<file path="src/hw/accel_pkg.sv">
package accel_pkg;

    ///////////////////////////////////////////////////////////////////////
    // Sizes
    ///////////////////////////////////////////////////////////////////////

    localparam int n_pe      = 4;
    localparam int n_buf     = n_pe + 1;   // Bank n_pe is the broadcast bank
    localparam int buf_depth = 16;

    typedef logic [15:0] data_t;
    typedef logic [3:0]  addr_t;
    typedef logic [4:0]  len_t;            // Layer length 1 to 16

    ///////////////////////////////////////////////////////////////////////
    // Modes and states
    ///////////////////////////////////////////////////////////////////////

    typedef enum logic [2:0] {
        sel_idle  = 3'd0,
        sel_conv  = 3'd1,
        sel_dense = 3'd2,
        sel_pool  = 3'd3
    } comp_sel_e;

    // A is buf1 out, B is buf2 out, Y is PE input 1, Z is PE input 2
    typedef enum logic [1:0] {
        azby = 2'd0,   // conv/pool with buf2 as source
        aybz = 2'd1,   // conv/pool with buf1 as source
        bybz = 2'd2,   // dense with buf2 as source
        ayaz = 2'd3    // dense with buf1 as source
    } steer_e;

    typedef enum logic [1:0] {
        st_idle,
        st_run,
        st_drain
    } seq_state_e;

    ///////////////////////////////////////////////////////////////////////
    // Control and data bundles
    ///////////////////////////////////////////////////////////////////////

    typedef struct packed {
        logic  r_en;
        addr_t r_addr;
        logic  w_en;
        addr_t w_addr;
    } buf_ctrl_t;

    typedef struct packed {
        logic load_weight;      // Latch per-lane weight
        logic mac_enable;
        logic feedback_enable;  // Add in2 to the product
        logic pool_enable;
        logic pool_first;       // First word of a max pair
        logic dense_enable;
        logic dense_clear;
        logic out_valid;
    } pea_ctrl_t;

    typedef data_t [n_buf-1:0] buf_bus_t;
    typedef data_t [n_pe-1:0]  pe_bus_t;

endpackage
</file>
<file path="src/hw/pe_array.sv">
`timescale 1ns/1ps

module pe_array (
    input  logic                 clk,
    input  logic                 reset,
    input  accel_pkg::pea_ctrl_t ctrl,
    input  accel_pkg::pe_bus_t   in1,
    input  accel_pkg::pe_bus_t   in2,
    input  accel_pkg::data_t     bcast,
    output accel_pkg::pe_bus_t   result,
    output accel_pkg::data_t     dense_sum
);

    accel_pkg::pe_bus_t weight;
    accel_pkg::pe_bus_t mac_out;
    accel_pkg::pe_bus_t max_out;
    accel_pkg::data_t   dense_step;

    //////////////////////////////////////////////////////////////////////
    // Lane datapath
    //////////////////////////////////////////////////////////////////////

    always_comb begin
        dense_step = '0;
        for (int i = 0; i < accel_pkg::n_pe; i++) begin
            mac_out[i] = (ctrl.feedback_enable ? in2[i] : 16'd0)
                       + accel_pkg::data_t'(weight[i] * in1[i]);
            max_out[i] = (in1[i] > result[i]) ? in1[i] : result[i];
            dense_step = dense_step + accel_pkg::data_t'(in1[i] * bcast);
        end
    end

    always_ff @(posedge clk) begin
        for (int i = 0; i < accel_pkg::n_pe; i++) begin
            if (ctrl.load_weight) weight[i] <= in1[i];
            if (ctrl.out_valid) begin
                if (ctrl.mac_enable) begin
                    result[i] <= mac_out[i];
                end else if (ctrl.pool_enable) begin
                    result[i] <= ctrl.pool_first ? in1[i] : max_out[i];
                end
            end
        end
    end

    //////////////////////////////////////////////////////////////////////
    // Dense reduction lane
    //////////////////////////////////////////////////////////////////////

    always_ff @(posedge clk) begin
        if (reset || ctrl.dense_clear) begin
            dense_sum <= '0;                        // Clear wins over enable
        end else if (ctrl.dense_enable && ctrl.out_valid) begin
            dense_sum <= dense_sum + dense_step;    // Wraps at 16 bits
        end
    end

endmodule

</file>
<file path="config.mk">
export PLATFORM = sky130hd
export DESIGN_NAME = pe_array
export DESIGN_NICKNAME = d
export VERILOG_FILES = /design/src/hw/accel_pkg.sv /design/src/hw/pe_array.sv
export SDC_FILE = /design/constraint.sdc
export NUM_CORES = 2
export LEC_CHECK = 0
export BUFFER_PORTS_ARGS = -buffer_cell sky130_fd_sc_hd__buf_2
export CORE_UTILIZATION = 30
export CTS_CLUSTER_SIZE = 20
export DETAILED_ROUTE_END_ITERATION = 10
export PLACE_DENSITY = 0.54
export SLEW_MARGIN = 5
export SYNTH_ARGS = -nofsm -noshare
export SYNTH_HDL_FRONTEND = slang
export SYNTH_SLANG_ARGS = --single-unit
</file>
<file path="constraint.sdc">
create_clock -name clk -period 10.1 [get_ports clk]
set_input_delay 0.505 -clock clk [delete_from_list [all_inputs] [get_ports clk]]
set_output_delay 0.505 -clock clk [all_outputs]
set_load 0.01 [all_outputs]
</file>
==> impl_metrics.py <==
metrics = {
    "outcome": {
        "outcome": "finished clean",
    },
    "clocking": {
        "cts.sink_count": 144,
        "post_cts_buffers": 0,
        "cts_tree": "done",
        "ctsRootBufferMaster": "clkbuf_16",
        "clock_path_buffers": 2,
        "clk_latency_ns": 0.54,
        "htreeDepth": 4,
        "holdBufCountCts": 0,
        "cts_resized": 0,
        "cts_buffers": 17,
        "clkTransAtPathRegs_ns": 0.08,
    },
    "sta": {
        "setup_ws_ns": 2.20,
        "min_period_ns": 7.90,
        "fin_worst_skew_ns": 0.0182,
        "finalSetupViolations": 0,
        "fin_crit_sh": 0.783,
        "slew_viol_final": 0,
        "fmax_ghz": 0.127,
        "fin_tns_setup_ns": 0,
        "rsz0062_at_grt": "no",
        "hold_violations": 0,
        "tightest_slew_ns": 1.17,
        "relSlewSlack": 0.220,
    },
    "placement": {
        "dp_slack_ns": 1.69,
        "post_dp_cell_area_mm2": 0.0436,
        "port_buffers": 233,
        "place_hpwl_um": 93500,
        "gp_congestion": 0.866,
        "dp_cells": 6307,
    },
    "synth": {
        "syn-num-nets": 5874,
        "synth_edf_count": 128,
        "yosys.area_share.simple": 0.151,
        "synthXorXnorAreaFrac": 0.0637,
        "synth_adder_area_share": 0.523,
        "netlist_area_mm2": 0.0408,
        "synth_compound_area_frac": 0.0291,
        "yosysWarningCount": 0,
        "avgSynthCellArea_um2": 9.11,
        "synth_top_family_by_area": "adder cells",
        "syn_inst": 4482,
        "synthFlopType": "edfxtp_1",
        "async_flop_share": 0,
        "ys_types": 41,
        "synth_seq_cells": 144,
        "synth_seq_area_share": 0.102,
        "synthMuxAreaShare": 0.0132,
    },
    "run": {
        "cap_violations": 0,
    },
    "hold_path": {
        "min_to": "weight[31]$_DFFE_PP_",
        "worstHoldStart": "in1[31]",
        "worstHoldPathType": "primary input to flop",
        "hold_path_depth": 1,
    },
    "route": {
        "ant_nets": 0,
        "wl_um": 120000,
        "num_vias": 29188,
        "firstDrtPassIters": 5,
        "drc": 0,
        "viasPerCell": 4.60,
        "drtIter0Drc": 1512,
        "wl_per_cell_um": 18.9,
    },
    "setup_path": {
        "critPathLaunchType": "primary input",
        "cp_top_family": "adder cells",
        "crit_buf_inv": 8,
        "r2r_setup_slack_ns": 4.31,
        "cp_common_cell": "fa_1",
        "cp_data_required_time_ns": 10.49,
        "endpoint_kind": "flop",
        "reg2reg_depth": 19,
        "max_stage_delay_ns": 0.85,
        "crit_fanout": 46,
        "r2r_start": "weight[6]$_DFFE_PP_",
        "timing.critical_path.arrival_ns": 8.30,
        "r2r_end": "result[15]$_DFFE_PP_",
        "cp_slowest_cell": "buf_2",
        "critPathKind": "primary input to flop",
    },
    "die": {
        "ios": 234,
        "dieHeight_um": 371,
        "die_area_mm2": 0.138,
        "placementRows": 134,
        "initial_core_util": 0.304,
        "core_area_mm2": 0.134,
        "die_w_um": 371,
    },
    "layout": {
        "area_growth_syn_to_layout_pct": 8.32,
        "final_area_mm2": 0.0442,
        "nets": 5950,
        "final_cell_mix": "1061 x inv_1, 781 x fa_1, 702 x nand2_1",
        "final_common_cell": "inv_1",
        "drive_gt1_frac": 0.0768,
        "stdcell_count": 6343,
    },
    "global_route": {
        "track_usage": 0.183,
        "grt_max_degree": 65,
        "met1_usage": 0.246,
        "grt_pass1_wl_um": 190000,
        "use_met3": 0.0335,
        "gr-max-usage-layer": "met2",
        "met2_usage": 0.299,
        "antenna_found_initial": 18,
        "grt_overflow": 0,
        "grt_pass1_vias": 31583,
    },
}
-- cell families (layout without fill, tap and decap cells) --
family                   Yosys count  in the layout
AO/OA/AOI/OAI                    195            195
XOR/XNOR                         295            295
adder cells (fa/ha/maj)         1238           1238
buffers and inverters           1266           1355
flip-flops                       144            144
multiplexers                      48             48
other                              0              4
AND/OR/NAND/NOR                 1296           1296
-- how the worst max path moves through the flow --
stage	from	endpoint	slack (ns)	depth (start not counted)
floorplan	bcast[1]	dense_sum[15]$_SDFFE_PP0P_	2.54	29
global placement	bcast[4]	dense_sum[15]$_SDFFE_PP0P_	1.67	28
detailed placement	bcast[4]	dense_sum[15]$_SDFFE_PP0P_	1.69	28
CTS	bcast[4]	dense_sum[15]$_SDFFE_PP0P_	2.28	28
global route	bcast[4]	dense_sum[15]$_SDFFE_PP0P_	1.83	28
finish	bcast[4]	dense_sum[15]$_SDFFE_PP0P_	2.20	28
-- cell usage after synthesis, types with 6 or more instances --
library cell | count | area (um^2)
inv_1 | 1061 | 3980
fa_1 | 781 | 15600
nand2_1 | 702 | 2640
and2_1 | 472 | 2950
ha_1 | 457 | 5720
xnor2_1 | 229 | 2010
clkbuf_1 | 184 | 691
edfxtp_1 | 128 | 3840
a21oi_1 | 68 | 340
xor2_1 | 64 | 561
nor2_1 | 61 | 229
mux2_2 | 48 | 541
o21ai_0 | 48 | 240
a21o_1 | 24 | 180
o21a_1 | 24 | 180
nor2b_1 | 18 | 113
dfxtp_1 | 16 | 320
nand4_1 | 12 | 75.1
buf_2 | 10 | 50.1
nand2b_1 | 9 | 56.3
nand3_1 | 8 | 40.0
nor3_1 | 8 | 40.0
a21boi_0 | 6 | 45.0
-- worst reg2reg max path, delay by kind of cell (launching register included) --
family                   cells  cell delay, ns
buffers and inverters        4            0.22
adder cells (fa/ha/maj)      7            3.04
AO/OA/AOI/OAI                6            1.06
AND/OR/NAND/NOR              1            0.29
flip-flops                   1            0.63
XOR/XNOR                     1            0.29
-- registers in the layout (all words and copies together), names as in the netlist --
| name | cells |
|---|---|
| dense_sum | 16 |
| result | 64 |
| weight | 64 |
-- layout make-up --
| cell class | instances | area [um^2] |
|---|---|---|
| well taps | 1768 | 2210 |
| clock inverters | 15 | 150 |
| clock buffers | 17 | 425 |
| inverters | 1061 | 3980 |
| multi-input cells | 3072 | 31900 |
| fillers | 14024 | 90100 |
| flip-flops and latches | 144 | 4160 |
| repair buffers | 262 | 1390 |
| diodes | 4 | 10.0 |
-- metal layers --
metal,vias up,share of wire
met1,15000,0.45
li1,13292,-
met4,24,0.023
met2,738,0.47
met3,134,0.059
met5,-,0.0012
-- stage by stage --
step | util | hold WS (ns)
2_1_floorplan | - | 0.488
3_3_place_gp | 0.325 | 0.457
3_5_place_dp | 0.325 | 0.479
4_1_cts | 0.329 | 0.265
5_1_grt | 0.329 | 0.279
6_report | 0.329 | 0.295
Power is left out: the tool's default activity adds up to more than one toggle a clock period on the data nets, which glitch-free logic cannot reach.
