--- config.mk ---
export PLATFORM = sky130hd
export DESIGN_NAME = buffer_pea_mux
export DESIGN_NICKNAME = d
export VERILOG_FILES = /design/src/hw/accel_pkg.sv /design/src/hw/buffer_pea_mux.sv
export SDC_FILE = /design/constraint.sdc
export NUM_CORES = 1
export LEC_CHECK = 0
export ABC_AREA = 0
export BUFFER_PORTS_ARGS = -buffer_cell sky130_fd_sc_hd__buf_4
export CORE_AREA = 2 2 258 260
export DETAILED_ROUTE_END_ITERATION = 10
export DIE_AREA = 0 0 260 262
export PLACE_DENSITY = 0.38
export SLEW_MARGIN = 20
export SYNTH_ARGS = -nofsm -noshare
export SYNTH_HDL_FRONTEND = slang
export SYNTH_SLANG_ARGS = --single-unit
--- constraint.sdc ---
create_clock -name vclk -period 3.4
set_input_delay 0.68 -clock vclk [all_inputs]
set_output_delay 0.68 -clock vclk [all_outputs]
set_load 0.01 [all_outputs]
--- src/hw/accel_pkg.sv ---
package accel_pkg;

    ///////////////////////////////////////////////////////////////////////
    // Sizes
    ///////////////////////////////////////////////////////////////////////

    localparam int n_pe      = 4;
    localparam int n_buf     = n_pe + 1;   // Bank n_pe is the broadcast bank
    localparam int buf_depth = 16;

    typedef logic [15:0] data_t;
    typedef logic [3:0]  addr_t;
    typedef logic [4:0]  len_t;            // Layer length 1 to 16

    ///////////////////////////////////////////////////////////////////////
    // Modes and states
    ///////////////////////////////////////////////////////////////////////

    typedef enum logic [2:0] {
        sel_idle  = 3'd0,
        sel_conv  = 3'd1,
        sel_dense = 3'd2,
        sel_pool  = 3'd3
    } comp_sel_e;

    // A is buf1 out, B is buf2 out, Y is PE input 1, Z is PE input 2
    typedef enum logic [1:0] {
        azby = 2'd0,   // conv/pool with buf2 as source
        aybz = 2'd1,   // conv/pool with buf1 as source
        bybz = 2'd2,   // dense with buf2 as source
        ayaz = 2'd3    // dense with buf1 as source
    } steer_e;

    typedef enum logic [1:0] {
        st_idle,
        st_run,
        st_drain
    } seq_state_e;

    ///////////////////////////////////////////////////////////////////////
    // Control and data bundles
    ///////////////////////////////////////////////////////////////////////

    typedef struct packed {
        logic  r_en;
        addr_t r_addr;
        logic  w_en;
        addr_t w_addr;
    } buf_ctrl_t;

    typedef struct packed {
        logic load_weight;      // Latch per-lane weight
        logic mac_enable;
        logic feedback_enable;  // Add in2 to the product
        logic pool_enable;
        logic pool_first;       // First word of a max pair
        logic dense_enable;
        logic dense_clear;
        logic out_valid;
    } pea_ctrl_t;

    typedef data_t [n_buf-1:0] buf_bus_t;
    typedef data_t [n_pe-1:0]  pe_bus_t;

endpackage
--- src/hw/buffer_pea_mux.sv ---
`timescale 1ns/1ps

module buffer_pea_mux (
    input  accel_pkg::comp_sel_e  comp_sel,
    input  accel_pkg::buf_ctrl_t  conv_buf1_ctrl,
    input  accel_pkg::buf_ctrl_t  conv_buf2_ctrl,
    input  accel_pkg::pea_ctrl_t  conv_pea_ctrl,
    input  accel_pkg::steer_e     conv_steer,
    input  accel_pkg::buf_ctrl_t  dense_buf1_ctrl,
    input  accel_pkg::buf_ctrl_t  dense_buf2_ctrl,
    input  accel_pkg::pea_ctrl_t  dense_pea_ctrl,
    input  accel_pkg::steer_e     dense_steer,
    input  accel_pkg::buf_ctrl_t  pool_buf1_ctrl,
    input  accel_pkg::buf_ctrl_t  pool_buf2_ctrl,
    input  accel_pkg::pea_ctrl_t  pool_pea_ctrl,
    input  accel_pkg::steer_e     pool_steer,
    input  accel_pkg::buf_bus_t   buf1_rd,
    input  accel_pkg::buf_bus_t   buf2_rd,
    input  accel_pkg::pe_bus_t    pe_result,
    input  accel_pkg::data_t      dense_sum,
    output accel_pkg::buf_ctrl_t  buf1_ctrl,
    output accel_pkg::buf_ctrl_t  buf2_ctrl,
    output accel_pkg::buf_bus_t   buf1_wr,
    output accel_pkg::buf_bus_t   buf2_wr,
    output accel_pkg::pea_ctrl_t  pea_ctrl,
    output accel_pkg::pe_bus_t    in1,
    output accel_pkg::pe_bus_t    in2,
    output accel_pkg::data_t      bcast
);

    accel_pkg::steer_e   steer;
    accel_pkg::buf_bus_t src_rd, oth_rd, wr_bus;
    logic                src_is_buf1, dense_route;

    //////////////////////////////////////////////////////////////////////
    // Control select
    //////////////////////////////////////////////////////////////////////

    always_comb begin
        case (comp_sel)
            accel_pkg::sel_conv: begin
                buf1_ctrl = conv_buf1_ctrl;
                buf2_ctrl = conv_buf2_ctrl;
                pea_ctrl  = conv_pea_ctrl;
                steer     = conv_steer;
            end
            accel_pkg::sel_dense: begin
                buf1_ctrl = dense_buf1_ctrl;
                buf2_ctrl = dense_buf2_ctrl;
                pea_ctrl  = dense_pea_ctrl;
                steer     = dense_steer;
            end
            accel_pkg::sel_pool: begin
                buf1_ctrl = pool_buf1_ctrl;
                buf2_ctrl = pool_buf2_ctrl;
                pea_ctrl  = pool_pea_ctrl;
                steer     = pool_steer;
            end
            default: begin                  // Idle gives safe zeros
                buf1_ctrl            = '0;
                buf2_ctrl            = '0;
                pea_ctrl             = '0;
                pea_ctrl.dense_clear = 1'b1;
                steer                = accel_pkg::aybz;
            end
        endcase
    end

    //////////////////////////////////////////////////////////////////////
    // Data steering
    //////////////////////////////////////////////////////////////////////

    always_comb begin
        case (steer)
            accel_pkg::azby: begin src_is_buf1 = 1'b0; dense_route = 1'b0; end
            accel_pkg::aybz: begin src_is_buf1 = 1'b1; dense_route = 1'b0; end
            accel_pkg::bybz: begin src_is_buf1 = 1'b0; dense_route = 1'b1; end
            default:         begin src_is_buf1 = 1'b1; dense_route = 1'b1; end
        endcase

        src_rd = src_is_buf1 ? buf1_rd : buf2_rd;
        oth_rd = src_is_buf1 ? buf2_rd : buf1_rd;

        for (int i = 0; i < accel_pkg::n_pe; i++) begin
            in1[i]    = src_rd[i];     // Conv input or dense weights
            in2[i]    = oth_rd[i];     // Feedback from the destination
            wr_bus[i] = dense_route ? dense_sum : pe_result[i];
        end
        bcast                  = src_rd[accel_pkg::n_pe];  // Dense input vector
        wr_bus[accel_pkg::n_pe] = dense_sum;               // Zero outside dense
    end

    // Only the destination has w_en, so both can share one bus
    assign buf1_wr = wr_bus;
    assign buf2_wr = wr_bus;

endmodule

==> impl_metrics.env <==
export IMPL_overflow=0
export IMPL_maxCapViolCount=0
export IMPL_yosysSeqAreaShare_pct=0
export IMPL_area_delta_synth_final_pct=69.4
export IMPL_hold_path_depth=2
export IMPL_finalHoldViolCount=0
export IMPL_cp_data_arrival_time_ns=2.35
export IMPL_fin_nets=1909
export IMPL_core_sq_um=65300
export IMPL_nFillCells=7397
export IMPL_syn_num_nets=1454
export IMPL_yosys_cell_types_count=22
export IMPL_ff_latch_area_sq_um=0
export IMPL_track_usage_pct=14.4
export IMPL_p_leak_nw=5.44
export IMPL_syn_inst=1121
export IMPL_dp_hpwl_mm=43.4
export IMPL_min_period_ns=3.03
export IMPL_pin_count=665
export IMPL_final_common_cell="buf_4"
export IMPL_critical_path_startpoint="comp_sel[1]"
export IMPL_path_class="in2out"
export IMPL_crit_required_ns=2.72
export IMPL_hp_class="in2out"
export IMPL_status="finished, final reports clean"
export IMPL_tightest_slew_ns=0.971
export IMPL_hold_buffers=0
export IMPL_flops_and_latches=0
export IMPL_irDropWorstVdd_v=0.0000694
export IMPL_synth_warnings=0
export IMPL_remaining_drc_errors=0
export IMPL_finalSetupViolCount=0
export IMPL_placementRows=94
export IMPL_drv_slew=0
export IMPL_num_vias=11350
export IMPL_drt_iter0_drc=836
export IMPL_drive_gt1_share_pct=50.5
export IMPL_syn_area_sq_um=7570
export IMPL_syn_area_per_cell_sq_um=6.76
export IMPL_grt_pass1_vias=10196
export IMPL_finalWirelength_mm=55.0
export IMPL_finish_utilization_pct=19.7
export IMPL_place_congestion=0.879
export IMPL_cp_max_fo=53
export IMPL_antenna_found_initial=19
export IMPL_first_pass_iters=5
export IMPL_hold_ws_ns=1.61
export IMPL_io_buffers=665
export IMPL_fin_cells=2445
export IMPL_wl_per_cell_um=22.5
export IMPL_endpoint_kind="output port"
export IMPL_die_h_um=262
export IMPL_critPathLaunchType="primary input"
export IMPL_endpoint="in1[35]"
export IMPL_rsz0062_at_grt="no"
export IMPL_postCtsSetupBuffers=0
export IMPL_setup_tns_ns=0
export IMPL_multi_input_area_sq_um=6210
export IMPL_power_density_nw_per_um2=170
export IMPL_clkbuf_count=0
export IMPL_die_area_sq_um=68100
export IMPL_finalCritPeriodShare_pct=89.2
export IMPL_dp_cells=2438
export IMPL_grt_max_degree=136
export IMPL_ctsResizeCount=0
export IMPL_via_per_inst=4.64
export IMPL_clock_fmax_ghz=0.330
export IMPL_ant_nets=0
export IMPL_die_width_um=260
export IMPL_maxSlewHeadroom_pct=35.2
export IMPL_layout_common_cells="buf_4 (672), nand2_1 (145)"
export IMPL_grt_pass1_wl_mm=73.8
export IMPL_start_util_pct=11.6
-- metrics by stage --
step / worst slack [ns] / cell area [sq um] / power (mW)
floorplan: 0.685 / 7570 / 1.05
global placement: 0.355 / 12800 / 2.19
detailed placement: 0.370 / 12800 / 2.21
CTS: 0.372 / 12800 / 2.21
global route: 0.282 / 12800 / 2.35
finish: 0.368 / 12800 / 2.19
-- layer usage --
| metal | wire length [um] | global-route usage (%) |
|---|---|---|
| met4 | 1420 | 3.35 |
| met5 | 0 | 0 |
| met2 | 30700 | 29.0 |
| met3 | 3330 | 1.86 |
| met1 | 19500 | 15.6 |
-- worst max-delay path: stages --
cell and delay, ns:
buf_4 0.20, mux2i_4 0.45, buf_12 0.28, buf_12 0.29, nand3_1 0.11, nand4_1 0.15, buf_4 0.16
-- kinds of logic (layout without fill, tap and decap cells) --
kind of cell | count (synthesis) | after routing | synth area share (%)
muxes | 95 | 95 | 17.2
and+or+nand+nor | 608 | 608 | 44.6
buffers and inverters | 245 | 698 | 18.7
other | 0 | 7 | 0
AOI/OAI and AO/OA | 173 | 173 | 19.6
-- cell type report --
class / count / share of cell area, %
antenna: 7 / 0.137
inverter: 2 / 0.0585
multi-input combinational: 876 / 48.4
tap: 864 / 8.43
timing repair buffer: 696 / 43.0
-- worst min path at each step --
stage | from | endpoint | slack (ns)
2_1_floorplan | dense_sum[0] | buf1_wr[64] | 1.45
3_3_place_gp | dense_sum[7] | buf2_wr[71] | 1.60
3_5_place_dp | dense_sum[7] | buf2_wr[71] | 1.60
4_1_cts | dense_sum[7] | buf2_wr[71] | 1.60
5_1_grt | dense_sum[7] | buf1_wr[71] | 1.62
6_report | dense_sum[7] | buf2_wr[71] | 1.61
-- Yosys cell counts (all sizes together) --
cell type | instances | area [sq um]
a32o | 1 | 10.0
buf | 141 | 1020
nand3 | 144 | 721
nand2b | 1 | 6.26
a22oi | 27 | 203
mux2 | 93 | 1280
inv | 2 | 7.51
nor2 | 27 | 101
nor4b | 1 | 8.76
nand4 | 144 | 901
nor2b | 2 | 12.5
clkbuf | 102 | 383
a32oi | 144 | 1260
nand3b | 144 | 1080
a22o | 1 | 8.76
nand2 | 145 | 544
mux2i | 2 | 23.8
-- where the power goes --
part | internal [mW] | total [mW] | switching, mW
Clock | 0.000000278 | 0.000000278 | 0
Sequential | 0 | 0 | 0
Combinational | 1.08 | 2.19 | 1.11
No activity file was read; power rests on OpenSTA's default activity.
