File: src/hw/accel_pkg.sv
package accel_pkg;

    ///////////////////////////////////////////////////////////////////////
    // Sizes
    ///////////////////////////////////////////////////////////////////////

    localparam int n_pe      = 4;
    localparam int n_buf     = n_pe + 1;   // Bank n_pe is the broadcast bank
    localparam int buf_depth = 16;

    typedef logic [15:0] data_t;
    typedef logic [3:0]  addr_t;
    typedef logic [4:0]  len_t;            // Layer length 1 to 16

    ///////////////////////////////////////////////////////////////////////
    // Modes and states
    ///////////////////////////////////////////////////////////////////////

    typedef enum logic [2:0] {
        sel_idle  = 3'd0,
        sel_conv  = 3'd1,
        sel_dense = 3'd2,
        sel_pool  = 3'd3
    } comp_sel_e;

    // A is buf1 out, B is buf2 out, Y is PE input 1, Z is PE input 2
    typedef enum logic [1:0] {
        azby = 2'd0,   // conv/pool with buf2 as source
        aybz = 2'd1,   // conv/pool with buf1 as source
        bybz = 2'd2,   // dense with buf2 as source
        ayaz = 2'd3    // dense with buf1 as source
    } steer_e;

    typedef enum logic [1:0] {
        st_idle,
        st_run,
        st_drain
    } seq_state_e;

    ///////////////////////////////////////////////////////////////////////
    // Control and data bundles
    ///////////////////////////////////////////////////////////////////////

    typedef struct packed {
        logic  r_en;
        addr_t r_addr;
        logic  w_en;
        addr_t w_addr;
    } buf_ctrl_t;

    typedef struct packed {
        logic load_weight;      // Latch per-lane weight
        logic mac_enable;
        logic feedback_enable;  // Add in2 to the product
        logic pool_enable;
        logic pool_first;       // First word of a max pair
        logic dense_enable;
        logic dense_clear;
        logic out_valid;
    } pea_ctrl_t;

    typedef data_t [n_buf-1:0] buf_bus_t;
    typedef data_t [n_pe-1:0]  pe_bus_t;

endpackage
File: src/hw/layer_sequencer.sv
`timescale 1ns/1ps

module layer_sequencer (
    input  logic                  clk,
    input  logic                  reset,
    input  logic                  start,
    input  accel_pkg::comp_sel_e  comp_sel,
    input  logic                  ping_pong,
    input  accel_pkg::len_t       len,
    output logic                  busy,
    output logic                  done,
    output accel_pkg::comp_sel_e  active_sel,
    output accel_pkg::buf_ctrl_t  conv_buf1_ctrl,
    output accel_pkg::buf_ctrl_t  conv_buf2_ctrl,
    output accel_pkg::pea_ctrl_t  conv_pea_ctrl,
    output accel_pkg::steer_e     conv_steer,
    output accel_pkg::buf_ctrl_t  dense_buf1_ctrl,
    output accel_pkg::buf_ctrl_t  dense_buf2_ctrl,
    output accel_pkg::pea_ctrl_t  dense_pea_ctrl,
    output accel_pkg::steer_e     dense_steer,
    output accel_pkg::buf_ctrl_t  pool_buf1_ctrl,
    output accel_pkg::buf_ctrl_t  pool_buf2_ctrl,
    output accel_pkg::pea_ctrl_t  pool_pea_ctrl,
    output accel_pkg::steer_e     pool_steer
);

    accel_pkg::seq_state_e state;
    accel_pkg::comp_sel_e  sel_q;
    accel_pkg::len_t       len_q;
    accel_pkg::addr_t      rd_addr, d1_addr, d2_addr;
    accel_pkg::buf_ctrl_t  conv_src, conv_dst, dense_src, dense_dst, pool_src, pool_dst;
    logic                  pp_q;
    logic                  rd_fire, rd_last;
    logic                  d1_valid, d1_last, d2_valid, d2_last;

    assign busy       = state != accel_pkg::st_idle;
    assign active_sel = busy ? sel_q : accel_pkg::sel_idle;
    assign rd_fire    = state == accel_pkg::st_run;  // One read per cycle
    assign rd_last    = {1'b0, rd_addr} == len_q - 5'd1;

    //////////////////////////////////////////////////////////////////////
    // State machine and read counter
    //////////////////////////////////////////////////////////////////////

    always_ff @(posedge clk) begin
        if (reset) begin
            state    <= accel_pkg::st_idle;
            sel_q    <= accel_pkg::sel_idle;
            pp_q     <= 1'b0;
            len_q    <= 5'd1;
            rd_addr  <= '0;
            d1_valid <= 1'b0;
            d2_valid <= 1'b0;
            done     <= 1'b0;
        end else begin
            d1_valid <= rd_fire;                 // Buffer data stage
            d2_valid <= d1_valid;                // PE result stage
            done     <= d2_valid && d2_last;     // Cycle after the last write
            case (state)
                accel_pkg::st_idle: begin
                    if (start) begin
                        state   <= accel_pkg::st_run;
                        sel_q   <= comp_sel;
                        pp_q    <= ping_pong;
                        len_q   <= len;
                        rd_addr <= '0;
                    end
                end
                accel_pkg::st_run: begin
                    rd_addr <= rd_addr + 4'd1;
                    if (rd_last) state <= accel_pkg::st_drain;
                end
                default: begin
                    if (d2_valid && d2_last) state <= accel_pkg::st_idle;
                end
            endcase
        end
    end

    // Address delay line follows the valid bits
    always_ff @(posedge clk) begin
        d1_addr <= rd_addr;
        d1_last <= rd_last;
        d2_addr <= d1_addr;
        d2_last <= d1_last;
    end

    //////////////////////////////////////////////////////////////////////
    // Per-mode schedules
    //////////////////////////////////////////////////////////////////////

    always_comb begin
        // Conv reads both buffers and writes back at the delayed address
        conv_src = '{r_en: rd_fire, r_addr: rd_addr, w_en: 1'b0, w_addr: '0};
        conv_dst = '{r_en: rd_fire, r_addr: rd_addr,
                     w_en: d2_valid && d2_addr != '0, w_addr: d2_addr};
        dense_src = '{r_en: rd_fire, r_addr: rd_addr, w_en: 1'b0, w_addr: '0};
        dense_dst = '{r_en: 1'b0, r_addr: '0, w_en: d2_valid && d2_last, w_addr: '0};
        pool_src  = '{r_en: rd_fire, r_addr: rd_addr, w_en: 1'b0, w_addr: '0};
        pool_dst  = '{r_en: 1'b0, r_addr: '0,
                      w_en: d2_valid && d2_addr[0], w_addr: d2_addr >> 1};

        conv_pea_ctrl                 = '0;
        conv_pea_ctrl.load_weight     = d1_valid && d1_addr == '0;  // Step 0
        conv_pea_ctrl.mac_enable      = d1_valid && d1_addr != '0;
        conv_pea_ctrl.feedback_enable = d1_valid && d1_addr != '0;
        conv_pea_ctrl.dense_clear     = 1'b1;   // Keeps broadcast bank writes at zero
        conv_pea_ctrl.out_valid       = d1_valid;

        dense_pea_ctrl              = '0;
        dense_pea_ctrl.dense_enable = d1_valid;
        dense_pea_ctrl.dense_clear  = !d1_valid;
        dense_pea_ctrl.out_valid    = d1_valid;

        pool_pea_ctrl             = '0;
        pool_pea_ctrl.pool_enable = d1_valid;
        pool_pea_ctrl.pool_first  = d1_valid && !d1_addr[0];  // Even reads
        pool_pea_ctrl.dense_clear = 1'b1;
        pool_pea_ctrl.out_valid   = d1_valid;
    end

    // Source and destination mapped by ping-pong direction
    assign conv_buf1_ctrl  = pp_q ? conv_src : conv_dst;
    assign conv_buf2_ctrl  = pp_q ? conv_dst : conv_src;
    assign dense_buf1_ctrl = pp_q ? dense_src : dense_dst;
    assign dense_buf2_ctrl = pp_q ? dense_dst : dense_src;
    assign pool_buf1_ctrl  = pp_q ? pool_src : pool_dst;
    assign pool_buf2_ctrl  = pp_q ? pool_dst : pool_src;

    assign conv_steer  = pp_q ? accel_pkg::aybz : accel_pkg::azby;
    assign dense_steer = pp_q ? accel_pkg::ayaz : accel_pkg::bybz;
    assign pool_steer  = pp_q ? accel_pkg::aybz : accel_pkg::azby;

    // A start during a run does not begin a fresh read sweep
    a_start_ignored: assert property (@(posedge clk) disable iff (reset)
        start && busy |=> !(state == accel_pkg::st_run && rd_addr == '0));

endmodule

File: config.mk
export PLATFORM = sky130hd
export DESIGN_NAME = layer_sequencer
export DESIGN_NICKNAME = d
export VERILOG_FILES = /design/src/hw/accel_pkg.sv /design/src/hw/layer_sequencer.sv
export SDC_FILE = /design/constraint.sdc
export NUM_CORES = 1
export LEC_CHECK = 0
export BUFFER_PORTS_ARGS = -buffer_cell sky130_fd_sc_hd__buf_2
export CORE_MARGIN = 10
export CORE_UTILIZATION = 38
export CTS_CLUSTER_SIZE = 24
export DETAILED_ROUTE_END_ITERATION = 8
export PLACE_DENSITY = 0.76
export SLEW_MARGIN = 10
export SYNTH_ARGS = -nofsm -noshare
export SYNTH_HDL_FRONTEND = slang
export SYNTH_SLANG_ARGS = --single-unit
File: constraint.sdc
create_clock -name clk -period 1.64 [get_ports clk]
set_clock_uncertainty 0.15 [all_clocks]
set_input_delay 0.246 -clock clk [delete_from_list [all_inputs] [get_ports clk]]
set_output_delay 0.246 -clock clk [all_outputs]
set_load 0.05 [all_outputs]
==> results of run 1 <==
[cell type report]
cell class / instances / share of cell area
clock inverters: 1 / 0.0131
flip-flops and latches: 28 / 0.258
clock buffers: 3 / 0.0181
multi-input cells: 132 / 0.371
repair buffers: 94 / 0.301
inverters: 5 / 0.00930
well taps: 52 / 0.0284
[layer usage]
metal  part of all wire  GRT usage  up-vias
li1                   -          -      687
met1               0.37      0.114      619
met2               0.53      0.201       66
met3              0.095     0.0525        2
met4            0.00087    0.00884        0
met5                  0          0        -
[cells in the mapped netlist, drive strengths merged (2+ instances only)]
master   n  area share
nor2    17       0.038
inv      5       0.011
and2    10       0.037
buf     64        0.28
and3b    2       0.011
ha       2       0.015
nand2   22       0.049
a21oi   11       0.032
nor2b   13       0.052
nor4     2      0.0074
nand4    2      0.0074
xnor2    3       0.015
nand3    2      0.0059
clkbuf   4      0.0088
dfxtp   28        0.33
conb     2      0.0044
nor3b    2       0.012
and3     4       0.015
[what timing repair did]
| action | 4_1_cts | 5_1_grt |
|---|---|---|
| hold buffers | 0 | 0 |
| buffers inserted | 1 | 5 |
| gates cloned | 0 | 1 |
| pin swaps | 2 | 5 |
| setup endpoints to repair | 41 | 44 |
| gates resized for setup | 47 | 44 |
[path summary, 6_finish.rpt]
kind                                            start                     to  slack, ps
worst max-delay path               d1_addr[0]$_DFF_P_       conv_pea_ctrl[6]        -10
worst min-delay path                           len[0]  len_q[0]$_SDFFE_PP1P_         20
worst max register to register  len_q[0]$_SDFFE_PP1P_  state[1]$_SDFFE_PP0P_         40
worst min register to register        d1_last$_DFF_P_        d2_last$_DFF_P_        190
[stage by stage]
stage	cells	setup TNS [ps]	setup WS, ps
final	315	-45.6	-14.9
after global routing	315	-475	-73.0
after CTS	309	-90.1	-23.2
after global placement	304	0	15.0
after floorplan	233	-907	-131
after detailed placement	304	-123	-46.1
[flip-flops by register name, indices dropped and copies added (netlist names)]
name,flops
done,1
d1_addr,4
d2_last,1
pp_q,1
d1_last,1
sel_q,3
rd_addr,4
d2_valid,1
state,2
d2_addr,4
d1_valid,1
len_q,5
[power groups by stage]
stage | Combinational [mW] | Sequential (mW) | Clock [mW]
final | 1.49 | 0.899 | 0.538
after global routing | 1.58 | 0.918 | 0.586
after CTS | 1.37 | 0.888 | 0.549
after detailed placement | 1.32 | 0.889 | 0
after global placement | 1.31 | 0.883 | 0
after floorplan | 1.21 | 0.872 | 0
[cells by family (layout without fill, tap and decap cells)]
kind of cell    count (synthesis)  after routing  synth area share
simple gates                   81             81             0.260
buf+inv                        73            103             0.300
flops                          28             28             0.330
compound gates                 17             17            0.0627
xor+xnor                        4              4            0.0207
fa+ha+maj                       2              2            0.0147
other cells                     2             27           0.00443
mux                             1              1           0.00664
[critical path: cells and delay by family, from the launching register on]
kind,cells,cell delay [ps]
buffers and inverters,2,310
DFF,1,360
and+or+nand+nor,2,320
==> results.yml, run 1 <==
synthesis:
  ys_ff_latch: 28
  yosysUniqueCellTypes: 36
  synth_edf_count: 0
  syn-instance-count: 208
  ys_seq_area_frac: 0.330
  syn_area_um2: 1700
  yosys_warnings: 0
  synth-async-reset-ratio: 0
  synthFlopType: "dfxtp_1"
  syn_avg_cell_area_um2: 8.16
worst_setup_path:
  max_stage_delay_ps: 360
  crit_path_cell_trace: "nor4_4, buf_4, nor2_4, buf_6"
  cp.arrival_ps: 1260
  end_kind: "output port"
  ff2ff_path_depth: 6
  cp_max_fo: 2
  crit_required_ps: 1240
  crit_path_top_delay_cell: "dfxtp_4"
  path_class: "reg2out"
  start_kind: "register"
routing:
  first_pass_iters: 4
  drc: 0
  wire_per_inst_um: 14.6
  routed_wirelength_um: 4600
  viasPerCell: 4.36
  ant_nets: 0
  drt-initial-drc-count: 65
  vias: 1374
worst_hold_path:
  hp-class: "in2reg"
  whs_path_depth: 2
sta:
  min_period_ps: 1650
  final.period_utilization: 1.01
  grt_setup_unrepaired: "yes"
  hold_viol_final: 0
  worst_slack_ps: -14.9
  whs_ps: 19.9
  report.final.slew_viol_count: 0
  fmax_ghz: 0.604
  setup_violations: 4
placement:
  globalplace.congestion: 0.775
  dp_hpwl_um: 3490
  place_area_um2: 1890
  io_buffers: 79
pwr:
  seqPwrFrac: 0.307
  powerDensity_nw_per_um2: 1280
  p_sw_frac: 0.459
  p_total_mw: 2.93
  pwr-share-clk: 0.184
  p_int_mw: 1.58
  p_leak_nw: 1.16
  p_comb_frac: 0.510
  power.switching_mw: 1.35
  vdd_drop_max_uv: 707
finish:
  utilization: 0.525
  fillers: 406
  final_nets: 278
  multiInputGateArea_um2: 850
  stdcell_area_um2: 2290
  drive_above_1_share: 0.574
  n_antenna_cell: 0
  seq_area_um2: 591
  syn_to_final_growth_pct: 34.8
  layout_common_cells: "buf_2, buf_4, conb_1"
  layout_commonest_cell: "buf_2"
die:
  dieHeight_um: 86.8
  initial_core_util: 0.390
  die_w_um: 86.8
  ios: 107
  coreArea_um2: 4350
  dieArea_um2: 7540
  rows: 24
global_route:
  antenna_found_initial: 0
  gr-total-overflow: 0
  grt_max_degree: 24
  grtUsageTotal: 0.110
  grt_pass1_wl_um: 6910
  grt_pass1_vias: 1388
clock_tree:
  cts_tree: "done"
  root_buffer: "clkbuf_8"
  cts-htree-levels: 1
  clk_pin_slew_ps: 90
  clkSinkCount: 28
  cts_made_buffers: 3
  cts_buffer_depth: 2
  clk_latency_ps: 270
job:
  maxCapViolCount: 0
status:
  status: "finished, violations left"
  violations: "setup timing"
(Power assumes the default switching activity.)
==> run 2, diff against run 1 <==
Settings changed: SKIP_CTS_REPAIR_TIMING from default to 1.
==> results.yml, run 2 (synthesis gave the netlist of run 1 again) <==
placement:
  place_ws_ps: -46.1
  globalplace.congestion: 0.775
  dp_hpwl_um: 3490
  io_buffers: 79
die:
  ios: 107
  die_w_um: 86.8
  rows: 24
  initial_core_util: 0.390
  dieArea_um2: 7540
  dieHeight_um: 86.8
  coreArea_um2: 4350
sta:
  whs_ps: 19.1
  fin_tns_setup_ps: -16.2
  fmax_ghz: 0.604
  setup_violations: 1
  hold_viol_final: 0
  min_period_ps: 1660
  final.period_utilization: 1.01
  report.final.slew_viol_count: 0
  worst_slack_ps: -16.2
  grt_setup_unrepaired: "yes"
worst_setup_path:
  r2r_setup_slack_ps: 30
  cp_max_fo: 3
  crit_required_ps: 1240
  ff2ff_path_depth: 6
  start_kind: "register"
  reg2reg_to: "state[1]$_SDFFE_PP0P_"
  cp.arrival_ps: 1260
  crit_start: "d2_addr[1]$_DFF_P_"
  crit_path_end: "conv_buf1_ctrl[4]"
  r2r_start: "len_q[0]$_SDFFE_PP1P_"
  path_class: "reg2out"
  end_kind: "output port"
global_route:
  grtUsageTotal: 0.101
  gr-total-overflow: 0
  grt_max_degree: 24
  grt_pass1_wl_um: 6400
  grt_pass1_vias: 1357
  antenna_found_initial: 0
routing:
  drt-initial-drc-count: 58
  routed_wirelength_um: 4550
  wire_per_inst_um: 14.5
  viasPerCell: 4.39
  first_pass_iters: 4
  drc: 0
  ant_nets: 0
  vias: 1374
finish:
  syn_to_final_growth_pct: 33.3
  layout_commonest_cell: "buf_2"
  final_nets: 276
  top_register: "len_q"
  largest_register_ff_count: 5
  layout_common_cells: "buf_2, conb_1, nand2_1, buf_4, clkbuf_4"
  n_antenna_cell: 0
  drive_above_1_share: 0.559
clock_tree:
  cts_buffer_depth: 2
  root_buffer: "clkbuf_8"
  clk_latency_ps: 270
  cts_made_buffers: 3
  clk_pin_slew_ps: 90
  cts-htree-levels: 1
  clkSinkCount: 28
  cts_tree: "done"
pwr:
  p_sw_frac: 0.461
  powerDensity_nw_per_um2: 1290
  power.switching_mw: 1.34
  p_leak_nw: 1.14
  vdd_drop_max_uv: 708
  seqPwrFrac: 0.308
  p_int_mw: 1.57
  p_comb_frac: 0.505
  pwr-share-clk: 0.186
status:
  status: "finished, violations left"
  violations: "setup timing"
worst_hold_path:
  hp-class: "in2reg"
job:
  maxCapViolCount: 0
[run 2: cell types whose count changed in the layout (fill, tap and decap cells not counted), sizes merged]
cell    previous run  this run
buf               78        72
clkbuf            19        23
[run 2: through the flow]
stage               total power, mW  cells   util  instance area [um^2]
global placement               2.19    304  0.435                  1890
floorplan                      2.08    233      -                  1850
finish                         2.91    313  0.519                  2260
detailed placement             2.21    304  0.435                  1890
global route                   3.07    313  0.519                  2260
CTS                            2.74    308  0.451                  1960
[run 2: worst min-delay path by stage]
| stage | from | depth (start not counted) | to | slack [ps] |
|---|---|---|---|---|
| 2_1_floorplan | d1_last$_DFF_P_ | 0 | d2_last$_DFF_P_ | 160 |
| 3_3_place_gp | d1_last$_DFF_P_ | 0 | d2_last$_DFF_P_ | 160 |
| 3_5_place_dp | d1_last$_DFF_P_ | 0 | d2_last$_DFF_P_ | 170 |
| 4_1_cts | len[0] | 2 | len_q[0]$_SDFFE_PP1P_ | 20 |
| 5_1_grt | len[0] | 2 | len_q[0]$_SDFFE_PP1P_ | 20 |
| 6_report | len[0] | 2 | len_q[0]$_SDFFE_PP1P_ | 20 |
[run 2: worst max-delay path, stage by stage, from the launching register on]
cell and delay, ps:
dfxtp_1 410, nor4_2 70, buf_4 140, nor3b_2 180, buf_6 180
[run 2: final cells by class]
| type | count | area (um^2) |
|---|---|---|
| clock buffer | 3 | 41.3 |
| clock inverter | 1 | 30.0 |
| sequential | 28 | 582 |
| inverter | 5 | 21.3 |
| timing repair buffer | 92 | 681 |
| multi-input combinational | 132 | 841 |
| tap | 52 | 65.1 |
| fill | 418 | 2090 |
[run 2: power groups by stage]
stage | logic (mW) | clock network, mW | registers [mW]
5_1_grt | 1.56 | 0.588 | 0.919
3_5_place_dp | 1.32 | 0 | 0.889
4_1_cts | 1.32 | 0.549 | 0.873
2_1_floorplan | 1.21 | 0 | 0.872
3_3_place_gp | 1.31 | 0 | 0.883
6_report | 1.47 | 0.542 | 0.897
[run 2: metal layers]
metal / routed length (um) / global-route usage / share of wire
met5: 0 / 0 / 0
met4: 4 / 0.00884 / 0.00088
met3: 477 / 0.0582 / 0.10
met2: 2420 / 0.187 / 0.53
met1: 1650 / 0.0983 / 0.36
